$ cat config.mk
export PLATFORM = sky130hd
export DESIGN_NAME = sgmii_8b10b_encoder
export DESIGN_NICKNAME = d
export VERILOG_FILES = /design/src/sgmii_enc_pkg.sv /design/src/sgmii_8b10b_encoder.sv /design/src/code_group_builder.sv /design/src/enc_3b4b.sv /design/src/enc_5b6b.sv
export SDC_FILE = /design/constraint.sdc
export NUM_CORES = 1
export LEC_CHECK = 0
export ABC_CLOCK_PERIOD_IN_PS = 3380
export BUFFER_PORTS_ARGS = -buffer_cell sky130_fd_sc_hd__buf_2
export CAP_MARGIN = 10
export CORE_ASPECT_RATIO = 1.75
export CORE_MARGIN = 2
export CORE_UTILIZATION = 52
export DETAILED_ROUTE_END_ITERATION = 8
export PLACE_DENSITY = 0.75
export SLEW_MARGIN = 20
export SYNTH_ARGS = -nofsm -noshare
export SYNTH_HDL_FRONTEND = slang
export SYNTH_SLANG_ARGS = --single-unit
$ cat constraint.sdc
create_clock -name clk -period 3.38 [get_ports clk]
set_input_delay 0.338 -clock clk [delete_from_list [all_inputs] [get_ports clk]]
set_output_delay 0.338 -clock clk [all_outputs]
set_load 0.01 [all_outputs]
$ cat src/sgmii_enc_pkg.sv
// Widths here are fixed by 8b/10b and cannot change; code group bit 9 is sent first.
`default_nettype none

package sgmii_enc_pkg;

        // **************************************************************************
        // Character side.
        // **************************************************************************

        // Input character HGFEDCBA with A in bit 0.
        typedef logic [7:0] data_byte_t;

        // The EDCBA part that feeds the 5b/6b sub-block.
        typedef logic [4:0] sub5_t;

        // The HGF part that feeds the 3b/4b sub-block.
        typedef logic [2:0] sub3_t;

        // **************************************************************************
        // Line side.
        // **************************************************************************

        // Sub-block abcdei with a in bit 5.
        typedef logic [5:0] sub6_t;

        // Sub-block fghj with f in bit 3.
        typedef logic [3:0] sub4_t;

        // Full group abcdeifghj with a in bit 9.
        typedef logic [9:0] code_group_t;

        // Running disparity between code groups.
        typedef enum logic {
                RD_NEG = 1'b0,
                RD_POS = 1'b1
        } rd_t;

endpackage

`default_nettype wire
$ cat src/sgmii_8b10b_encoder.sv
// One lane with one character in and one group out per clock and a fixed two-cycle latency.
`default_nettype none
`timescale 1ns/10ps

module sgmii_8b10b_encoder (
        input  logic                       clk,
        input  logic                       rst,
        input  sgmii_enc_pkg::data_byte_t  data,
        input  logic                       is_k,
        output sgmii_enc_pkg::code_group_t code_group
);
        import sgmii_enc_pkg::*;

        sub6_t six_neg;
        sub6_t six_pos;
        logic  six_unbal;
        sub5_t low5;
        sub3_t hgf;
        logic  k_reg;

        // Stage one registers both 6-bit candidates.
        enc_5b6b u_enc_5b6b (
                .clk       (clk),
                .rst       (rst),
                .data      (data),
                .is_k      (is_k),
                .six_neg   (six_neg),
                .six_pos   (six_pos),
                .six_unbal (six_unbal),
                .low5      (low5),
                .hgf       (hgf),
                .k_reg     (k_reg)
        );

        // Stage two picks by disparity and registers the group.
        code_group_builder u_builder (
                .clk        (clk),
                .rst        (rst),
                .six_neg    (six_neg),
                .six_pos    (six_pos),
                .six_unbal  (six_unbal),
                .low5       (low5),
                .hgf        (hgf),
                .k_reg      (k_reg),
                .code_group (code_group)
        );

endmodule

`default_nettype wire

$ cat src/code_group_builder.sv
// Running disparity starts negative after reset; code_group reads zero while in reset.
`default_nettype none
`timescale 1ns/10ps

module code_group_builder (
        input  logic                       clk,
        input  logic                       rst,
        input  sgmii_enc_pkg::sub6_t       six_neg,
        input  sgmii_enc_pkg::sub6_t       six_pos,
        input  logic                       six_unbal,
        input  sgmii_enc_pkg::sub5_t       low5,
        input  sgmii_enc_pkg::sub3_t       hgf,
        input  logic                       k_reg,
        output sgmii_enc_pkg::code_group_t code_group
);
        import sgmii_enc_pkg::*;

        rd_t         rd_q;
        rd_t         rd_mid;
        rd_t         rd_next;
        sub6_t       six_sel;
        sub4_t       four;
        logic        four_unbal;
        code_group_t group_next;
        logic [3:0]  grp_ones;

        function automatic rd_t rd_flip(input rd_t rd);
                return (rd == RD_NEG) ? RD_POS : RD_NEG;
        endfunction

        // **************************************************************************
        // Disparity through the group.
        // **************************************************************************

        assign six_sel = (rd_q == RD_NEG) ? six_neg : six_pos;

        assign rd_mid = six_unbal ? rd_flip(rd_q) : rd_q;

        enc_3b4b u_enc_3b4b (
                .hgf        (hgf),
                .low5       (low5),
                .k_reg      (k_reg),
                .rd_mid     (rd_mid),
                .four       (four),
                .four_unbal (four_unbal)
        );

        assign rd_next = four_unbal ? rd_flip(rd_mid) : rd_mid;

        assign group_next = {six_sel, four};

        always_ff @(posedge clk or posedge rst) begin
                if (rst) begin
                        code_group <= '0;
                        rd_q       <= RD_NEG;
                end else begin
                        code_group <= group_next;
                        rd_q       <= rd_next;
                end
        end

        // **************************************************************************
        // Checks on the joined group.
        // **************************************************************************

        assign grp_ones = 4'($countones(group_next));

        // Both sub-blocks together never drift by more than two.
        a_weight: assert property (@(posedge clk) disable iff (rst)
                grp_ones inside {4'd4, 4'd5, 4'd6})
                else $error("code group %b has %0d ones", group_next, grp_ones);

        // A heavy group is only sent from negative and leaves the line positive.
        a_rd_up: assert property (@(posedge clk) disable iff (rst)
                (grp_ones == 4'd6) |-> (rd_q == RD_NEG) ##1 (rd_q == RD_POS))
                else $error("positive group sent from positive disparity");

        // A light group is only sent from positive and leaves the line negative.
        a_rd_down: assert property (@(posedge clk) disable iff (rst)
                (grp_ones == 4'd4) |-> (rd_q == RD_POS) ##1 (rd_q == RD_NEG))
                else $error("negative group sent from negative disparity");

endmodule

`default_nettype wire

$ cat src/enc_3b4b.sv
// Purely combinational; rd_mid must already include the effect of the 6-bit sub-block.
`default_nettype none
`timescale 1ns/10ps

module enc_3b4b (
        input  sgmii_enc_pkg::sub3_t hgf,
        input  sgmii_enc_pkg::sub5_t low5,
        input  logic                 k_reg,
        input  sgmii_enc_pkg::rd_t   rd_mid,
        output sgmii_enc_pkg::sub4_t four,
        output logic                 four_unbal
);
        import sgmii_enc_pkg::*;

        sub4_t tbl4;
        sub4_t base4;
        logic  use_alt;
        logic  k_inv;
        logic  flip_pos;

        // 3b/4b table, form used while rd_mid is negative.
        always_comb begin
                case (hgf)
                3'd0: tbl4 = 4'b1011;
                3'd1: tbl4 = 4'b1001;
                3'd2: tbl4 = 4'b0101;
                3'd3: tbl4 = 4'b1100;
                3'd4: tbl4 = 4'b1101;
                3'd5: tbl4 = 4'b1010;
                3'd6: tbl4 = 4'b0110;
                default: tbl4 = 4'b1110;
                endcase
        end

        // Alternate x.7 avoids a run of five equal bits across the sub-block border.
        assign use_alt = (hgf == 3'd7) &&
                         (k_reg ||
                          (rd_mid == RD_NEG && low5 inside {5'd17, 5'd18, 5'd20}) ||
                          (rd_mid == RD_POS && low5 inside {5'd11, 5'd13, 5'd14}));

        assign base4 = use_alt ? 4'b0111 : tbl4;

        assign four_unbal = ($countones(base4) != 2);

        // Control characters invert the balanced forms to keep the comma unique.
        assign k_inv = k_reg && (hgf inside {3'd1, 3'd2, 3'd5, 3'd6});

        // x.3 is balanced yet still alternates.
        assign flip_pos = four_unbal || (hgf == 3'd3);

        always_comb begin
                if (k_inv)
                        four = (rd_mid == RD_NEG) ? ~base4 : base4;
                else
                        four = (rd_mid == RD_POS && flip_pos) ? ~base4 : base4;
        end

endmodule

`default_nettype wire

$ cat src/enc_5b6b.sv
// Accepts only the twelve valid control characters when is_k is high; resets to D0.0.
`default_nettype none
`timescale 1ns/10ps

module enc_5b6b (
        input  logic                      clk,
        input  logic                      rst,
        input  sgmii_enc_pkg::data_byte_t data,
        input  logic                      is_k,
        output sgmii_enc_pkg::sub6_t      six_neg,
        output sgmii_enc_pkg::sub6_t      six_pos,
        output logic                      six_unbal,
        output sgmii_enc_pkg::sub5_t      low5,
        output sgmii_enc_pkg::sub3_t      hgf,
        output logic                      k_reg
);
        import sgmii_enc_pkg::*;

        sub5_t edcba;
        sub6_t tbl6;
        sub6_t cand_neg;
        sub6_t cand_pos;
        logic  cand_unbal;
        logic  k_valid;

        assign edcba = data[4:0];

        // **************************************************************************
        // 5b/6b table, form used while the running disparity is negative.
        // **************************************************************************

        always_comb begin
                case (edcba)
                5'd0:  tbl6 = 6'b100111;
                5'd1:  tbl6 = 6'b011101;
                5'd2:  tbl6 = 6'b101101;
                5'd3:  tbl6 = 6'b110001;
                5'd4:  tbl6 = 6'b110101;
                5'd5:  tbl6 = 6'b101001;
                5'd6:  tbl6 = 6'b011001;
                5'd7:  tbl6 = 6'b111000;
                5'd8:  tbl6 = 6'b111001;
                5'd9:  tbl6 = 6'b100101;
                5'd10: tbl6 = 6'b010101;
                5'd11: tbl6 = 6'b110100;
                5'd12: tbl6 = 6'b001101;
                5'd13: tbl6 = 6'b101100;
                5'd14: tbl6 = 6'b011100;
                5'd15: tbl6 = 6'b010111;
                5'd16: tbl6 = 6'b011011;
                5'd17: tbl6 = 6'b100011;
                5'd18: tbl6 = 6'b010011;
                5'd19: tbl6 = 6'b110010;
                5'd20: tbl6 = 6'b001011;
                5'd21: tbl6 = 6'b101010;
                5'd22: tbl6 = 6'b011010;
                5'd23: tbl6 = 6'b111010;
                5'd24: tbl6 = 6'b110011;
                5'd25: tbl6 = 6'b100110;
                5'd26: tbl6 = 6'b010110;
                5'd27: tbl6 = 6'b110110;
                5'd28: tbl6 = 6'b001110;
                5'd29: tbl6 = 6'b101110;
                5'd30: tbl6 = 6'b011110;
                default: tbl6 = 6'b101011;
                endcase
        end

        // K28 has its own sub-block with a comma in it.
        assign cand_neg = (is_k && edcba == 5'd28) ? 6'b001111 : tbl6;

        assign cand_unbal = ($countones(cand_neg) != 3);

        // D.7 is balanced but still has two forms.
        assign cand_pos = (cand_unbal || edcba == 5'd7) ? ~cand_neg : cand_neg;

        assign k_valid = (edcba == 5'd28) || (data inside {8'hF7, 8'hFB, 8'hFD, 8'hFE});

        always_ff @(posedge clk or posedge rst) begin
                if (rst) begin
                        // D0.0, balanced as a whole group.
                        six_neg   <= 6'b100111;
                        six_pos   <= 6'b011000;
                        six_unbal <= 1'b1;
                        low5      <= 5'd0;
                        hgf       <= 3'd0;
                        k_reg     <= 1'b0;
                end else begin
                        six_neg   <= cand_neg;
                        six_pos   <= cand_pos;
                        six_unbal <= cand_unbal;
                        low5      <= edcba;
                        hgf       <= data[7:5];
                        k_reg     <= is_k;
                end
        end

        // Control values outside the twelve have no code group.
        a_k_valid: assert property (@(posedge clk) disable iff (rst) is_k |-> k_valid)
                else $error("unsupported control character %h", data);

endmodule

`default_nettype wire

; ---- After elaboration in Yosys (flattened, before gate mapping)
; Memory sizes are Yosys's and may differ from the RTL's.
; Index checks and enable logic that the tools add are counted.
[word_totals]
elab_cells = 63
output_inout_bits = 10
regBits = 33
mem_bits_ro = 192
mem_count = 1
input_bits = 11
[op_classes]
n_reduce_logical = 14
addsub = 8
bitwise_logic = 3
mux = 12
eq_ne = 17
[mem_list]
columns = name, words, word_bits, read_ports, rd_ports_with_merged_regs, write_ports, line
row1 = (name not given), 32, 6, 1, 0, 0, enc_5b6b.sv:33  ; case (edcba)
[op_table]
columns = cell, count
row1 = adder 32 bit, 2
row2 = inequality test 32 x 3 -> 1 bit (second input constant), 1
row3 = one-hot mux 4 bit (7 select lines), 1
row4 = equality test 5 bit (second input constant), 4
row5 = two-way mux 6 bit, 3
row6 = two-way mux 4 bit, 4
row7 = equality test 5 x 4 -> 1 bit (second input constant), 3
row8 = equality test 3 bit (second input constant), 4
row9 = adder 1 x 1 -> 2 bit, 5
row10 = equality test 3 x 2 -> 1 bit (second input constant), 2
row11 = logical AND 1 bit, 6
row12 = inverter 6 bit, 1
row13 = nonzero test 3 bit, 2
row14 = equality test 5 x 3 -> 1 bit (second input constant), 1
row15 = logical OR 1 bit, 4
row16 = two-way mux 1 bit, 4
row17 = inverter 4 bit, 1
row18 = nonzero test 4 bit, 1
row19 = adder 2 x 2 -> 3 bit, 1
row20 = equality test 3 x 1 -> 1 bit (second input constant), 1
row21 = zero test 3 bit, 1
row22 = inequality test 3 x 2 -> 1 bit (second input constant), 1
row23 = inverter 1 bit, 1

; ---- Logic depth before layout (Yosys ltp)
[depth]
word_depth = 15
mapped_depth = 15
ltp_nobuf = 14

; ---- By module
; From an unflattened synthesis, not the netlist that was laid out.
[hier_totals]
hier_cells = 159
area_unflattened_um2 = 1951.9
[by_module_without_submodules]
columns = module, cells_each, area_each_um2, seq_area_each_um2, n_inst
row1 = enc_5b6b, 104, 1278.7, 559.3, 1
row2 = code_group_builder, 21, 390.4, 275.3, 1
row3 = enc_3b4b, 34, 282.8, 0.0, 1

; ---- Worst setup path before layout
; Ideal clock, no wire load.
[synth_timing]
path_type = flip-flop to flip-flop
startpoint = register u_enc_5b6b.six_unbal
endpoint = register u_builder.code_group[2]
stages_incl_launch_ff = 13
synth_period_minus_slack_ns = 3.279
path_buffers = 0
path_slack_ns = 0.101
t_arrival_ns = 3.147
cell_sequence = dfstp_2 > xnor2_1 > nand4b_1 > nand3_1 > o21ai_0 > fa_1 > ha_1 > ha_1 > or3b_4 > o211ai_2 > o21ai_2 > a211oi_4 > xnor2_1
[synth_via]
elab_chain_len = 14
[synth_lines]
columns = element, line
row1 = "start, declared", enc_5b6b.sv:12  ; output logic six_unbal,
row2 = "start signal, assigned", enc_5b6b.sv:91  ; six_unbal <= cand_unbal;
row3 = two-way mux 1 bit (*), code_group_builder.sv:37  ; assign rd_mid = six_unbal ? rd_flip(rd_q) : rd_q;
row4 = inverter 1 bit, --
row5 = logical AND 1 bit, enc_3b4b.sv:38  ; (rd_mid == RD_NEG && low5 inside {5'd17, 5'd18, 5'd20}) ||
row6 = logical OR 1 bit, enc_3b4b.sv:37  ; (k_reg ||
row7 = logical OR 1 bit, enc_3b4b.sv:38
row8 = logical AND 1 bit, enc_3b4b.sv:36  ; assign use_alt = (hgf == 3'd7) &&
row9 = two-way mux 4 bit, enc_3b4b.sv:41  ; assign base4 = use_alt ? 4'b0111 : tbl4;
row10 = adder 1 x 1 -> 2 bit (not written as such), enc_3b4b.sv:43  ; assign four_unbal = ($countones(base4) != 2);
row11 = adder 2 x 2 -> 3 bit (not written as such), enc_3b4b.sv:43
row12 = inequality test 3 x 2 -> 1 bit, enc_3b4b.sv:43
row13 = logical OR 1 bit, enc_3b4b.sv:49  ; assign flip_pos = four_unbal || (hgf == 3'd3);
row14 = logical AND 1 bit, enc_3b4b.sv:55  ; four = (rd_mid == RD_POS && flip_pos) ? ~base4 : base4;
row15 = two-way mux 4 bit, enc_3b4b.sv:55
row16 = two-way mux 4 bit (*), enc_3b4b.sv:52  ; if (k_inv)
row17 = net u_builder.four[2], code_group_builder.sv:22  ; sub4_t four;
row18 = "end signal, assigned", code_group_builder.sv:57  ; code_group <= group_next;
row19 = "end, declared", code_group_builder.sv:14  ; output sgmii_enc_pkg::code_group_t code_group
; The timed path passes the listed nets; every way through them passes the cells marked *.

; ---- Worst setup path after layout
[layout_timing]
startpoint = register u_enc_5b6b.six_unbal
endpoint = register u_builder.code_group[3]
; The elaborated chain is that of the path after synthesis.

==> flow_summary.toml <==
[outcome]
run_status = "completed"

[die]
num_rows = 28
core-area_mm2 = 0.00343
io_pins = 21
die_area_mm2 = 0.00412
start_util = 0.547
die_h_um = 83.5
fp.dieW_um = 49.4

[cts]
cts_buffer_depth = 2
root_buffer = "clkbuf_8"
path_clk_slew_ns = 0.07
clk_latency_ns = 0.28
postCtsHoldBufs = 0
cts_tree = "yes"
cts_inserted_buffers = 5
htreeDepth = 2
cts_sinks = 33

[timing]
hold_violations = 0
finalSetupViolations = 0
timing.setup.tns_ns = 0
worstMarginPinSlew_ns = 0.634
clock_skew_ns = 0.00512
rsz0062_at_grt = "yes"
post-route-period-util = 0.992
fin_crit_ns = 3.35
finalMaxSlewViolations = 0
hold_slack_ns = 0.137
slew_headroom = 0.576
fmax_mhz = 298

[layout]
nFillCells = 289
top_regs = "u_builder.code_group x10, u_enc_5b6b.six_neg x6, u_enc_5b6b.six_pos x6"
area_growth_syn_to_layout_pct = 21.2
fin_nets = 230
layout_commonest_cell = "dfrtp_1"
fin_util = 0.663
num_antenna_cells = 0
layout-drive-gt1-share = 0.341
multi_input_area_um2 = 977
layout_common_cells = "dfrtp_1, buf_2, buf_4, xnor2_1, ha_1"
register_area_um2 = 837
final_cells = 250
largest_register_ffs = 10
regMostFlops = "u_builder.code_group"

[yosys]
async_reset_ff_frac = 1.00
ys.flop_type = "dfrtp_1"
synth_cell_types = 55
synth_top_area_cell = "dfrtp_1"
syn_nets = 193
syn_avg_cell_area_um2 = 11.2
yosysSeqAreaShare = 0.445
syn_inst = 167
yosys-top-cells-area = "dfrtp_1, dfstp_2, ha_1"
synth_top_area_share = 0.347
synth_seq_cells = 33
yosysWarnings = 0
synth_edf_count = 0
syn_area_mm2 = 0.00188

[placed_design]
gp_congestion = 0.867
dp_hpwl_um = 2700
portBuffers = 20
dp_cells = 240

[pwr]
p_sw_mw = 0.507
power.internal_mw = 1.10
powerDensity_mw_per_mm2 = 707
power.total_mw = 1.61
ir_drop_uv = 301
clockPowerShare = 0.233
combPwrFrac = 0.397
switching_share = 0.315
leakage_nw = 1.01
seqPwrFrac = 0.370

[detailed_routing]
drt_pass1_iterations = 4
avgViaCountPerCell = 5.38
drc = 0
routed_wl_um = 3490
final_antenna_net_count = 0
drt_iter0_drc = 37
dr_total_vias = 1344
wl_per_cell_um = 14.0

[critical_path]
r2r-start = "u_enc_5b6b.six_unbal$_DFF_PP1_"
crit_start = "u_enc_5b6b.six_unbal$_DFF_PP1_"
worstSetupEndpointType = "register"
worst_setup_path_start_kind = "register"
critPathMostFrequentCell = "o21ai_2"
arrival_ns = 3.50
crit_chain = "xor2_4, nand4_1, nand3_1, o21ai_2, fa_1, ha_2, ha_1, or3b_4, o211ai_2, o21ai_2, a211oi_4, xnor2_1"
required_ns = 3.53
critPathSlowestCell = "dfstp_2"
worstSetupPathType = "register to register"
max_stage_delay_ns = 0.60
critPathMaxFanout = 4

[grt]
grt_max_degree = 34
antenna_found_initial = 0
grt_pass1_vias = 1421
track_usage = 0.200
grt_pass1_wl_um = 6290
grt_overflow = 0

[hold_path]
hold_class = "input port to asynchronous set/reset pin"

[run]
maxCapViolations = 0
-- final cells by class --
class                   instances  area share
multi-input cells             114       0.430
flip-flops and latches         33       0.368
repair buffers                 39       0.107
clock buffers                   7      0.0380
well taps                      45      0.0248
inverters                      11      0.0198
clock inverters                 1      0.0132
-- metrics by stage --
stage | instance area, um2 | setup slack [ns]
finish | 2270 | 0.0271
global route | 2270 | -0.118
CTS | 2270 | 0.0113
detailed placement | 2110 | -0.129
global placement | 2110 | 0.0126
floorplan | 1880 | 0.101
-- kinds of logic after synthesis --
family | Yosys count | synth area share
AND/OR/NAND/NOR | 37 | 0.106
buffers and inverters | 20 | 0.0507
multiplexers | 7 | 0.0413
adder cells (fa/ha/maj) | 15 | 0.112
AO/OA/AOI/OAI | 39 | 0.167
XOR/XNOR | 16 | 0.0787
flip-flops | 33 | 0.445
-- worst paths after layout --
kind / endpoint / depth (start not counted) / slack (ns)
worst min-delay path: u_builder.code_group[4]$_DFF_PP0_ / 2 / 0.14
min in group clk: u_enc_5b6b.hgf[2]$_DFF_PP0_ / 1 / 0.16
worst min register to register: u_builder.code_group[7]$_DFF_PP0_ / 1 / 0.47
worst max-delay path: u_builder.code_group[3]$_DFF_PP0_ / 12 / 0.03
worst max register to register: u_builder.code_group[3]$_DFF_PP0_ / 12 / 0.03
max in group asynchronous: u_enc_5b6b.hgf[1]$_DFF_PP0_ / 2 / 2.79
-- timing repair --
action / in CTS / in global routing
resized for setup: 6 / 2
pin swaps: 11 / 4
endpoints found under the setup margin: 4 / 4
buffers inserted: 2 / 0
gates cloned: 0 / 0
-- critical path, delay by kind of cell, from the launching register on --
kind / cells / cell delay (ns)
AO/OA/AOI/OAI: 4 / 0.67
AND/OR/NAND/NOR: 3 / 0.68
flip-flops: 1 / 0.60
XOR/XNOR: 2 / 0.33
adder cells (fa/ha/maj): 3 / 0.94
-- per-layer routing --
metal  share of wire  wire length, um  up-vias  GRT usage
li1                -                -      651          -
met1            0.33             1140      656      0.186
met2            0.62             2170       30      0.405
met3           0.028               97        7     0.0269
met4           0.023               79        0     0.0909
met5               0                0        -          0
-- cell usage after synthesis, drive strengths merged, types with 2 or more instances --
cell and number:
a211oi 3, a21oi 8, a221oi 2, a31oi 4, buf 6, clkbuf 3, dfrtp 26, dfstp 7
fa 3, ha 12, inv 10, mux2 6, nand2 8, nand3 5, nor2 9, nor2b 5
nor3b 2, o211ai 2, o21ai 6, o21bai 2, xnor2 13, xor2 3
-- power groups by stage --
stage / clock network, mW / registers [mW] / logic (mW)
after floorplan: 0 / 0.613 / 0.398
after detailed placement: 0 / 0.592 / 0.604
after CTS: 0.380 / 0.598 / 0.644
after global routing: 0.399 / 0.611 / 0.703
after global placement: 0 / 0.585 / 0.565
final: 0.375 / 0.595 / 0.638
(Power assumes the default switching activity.)
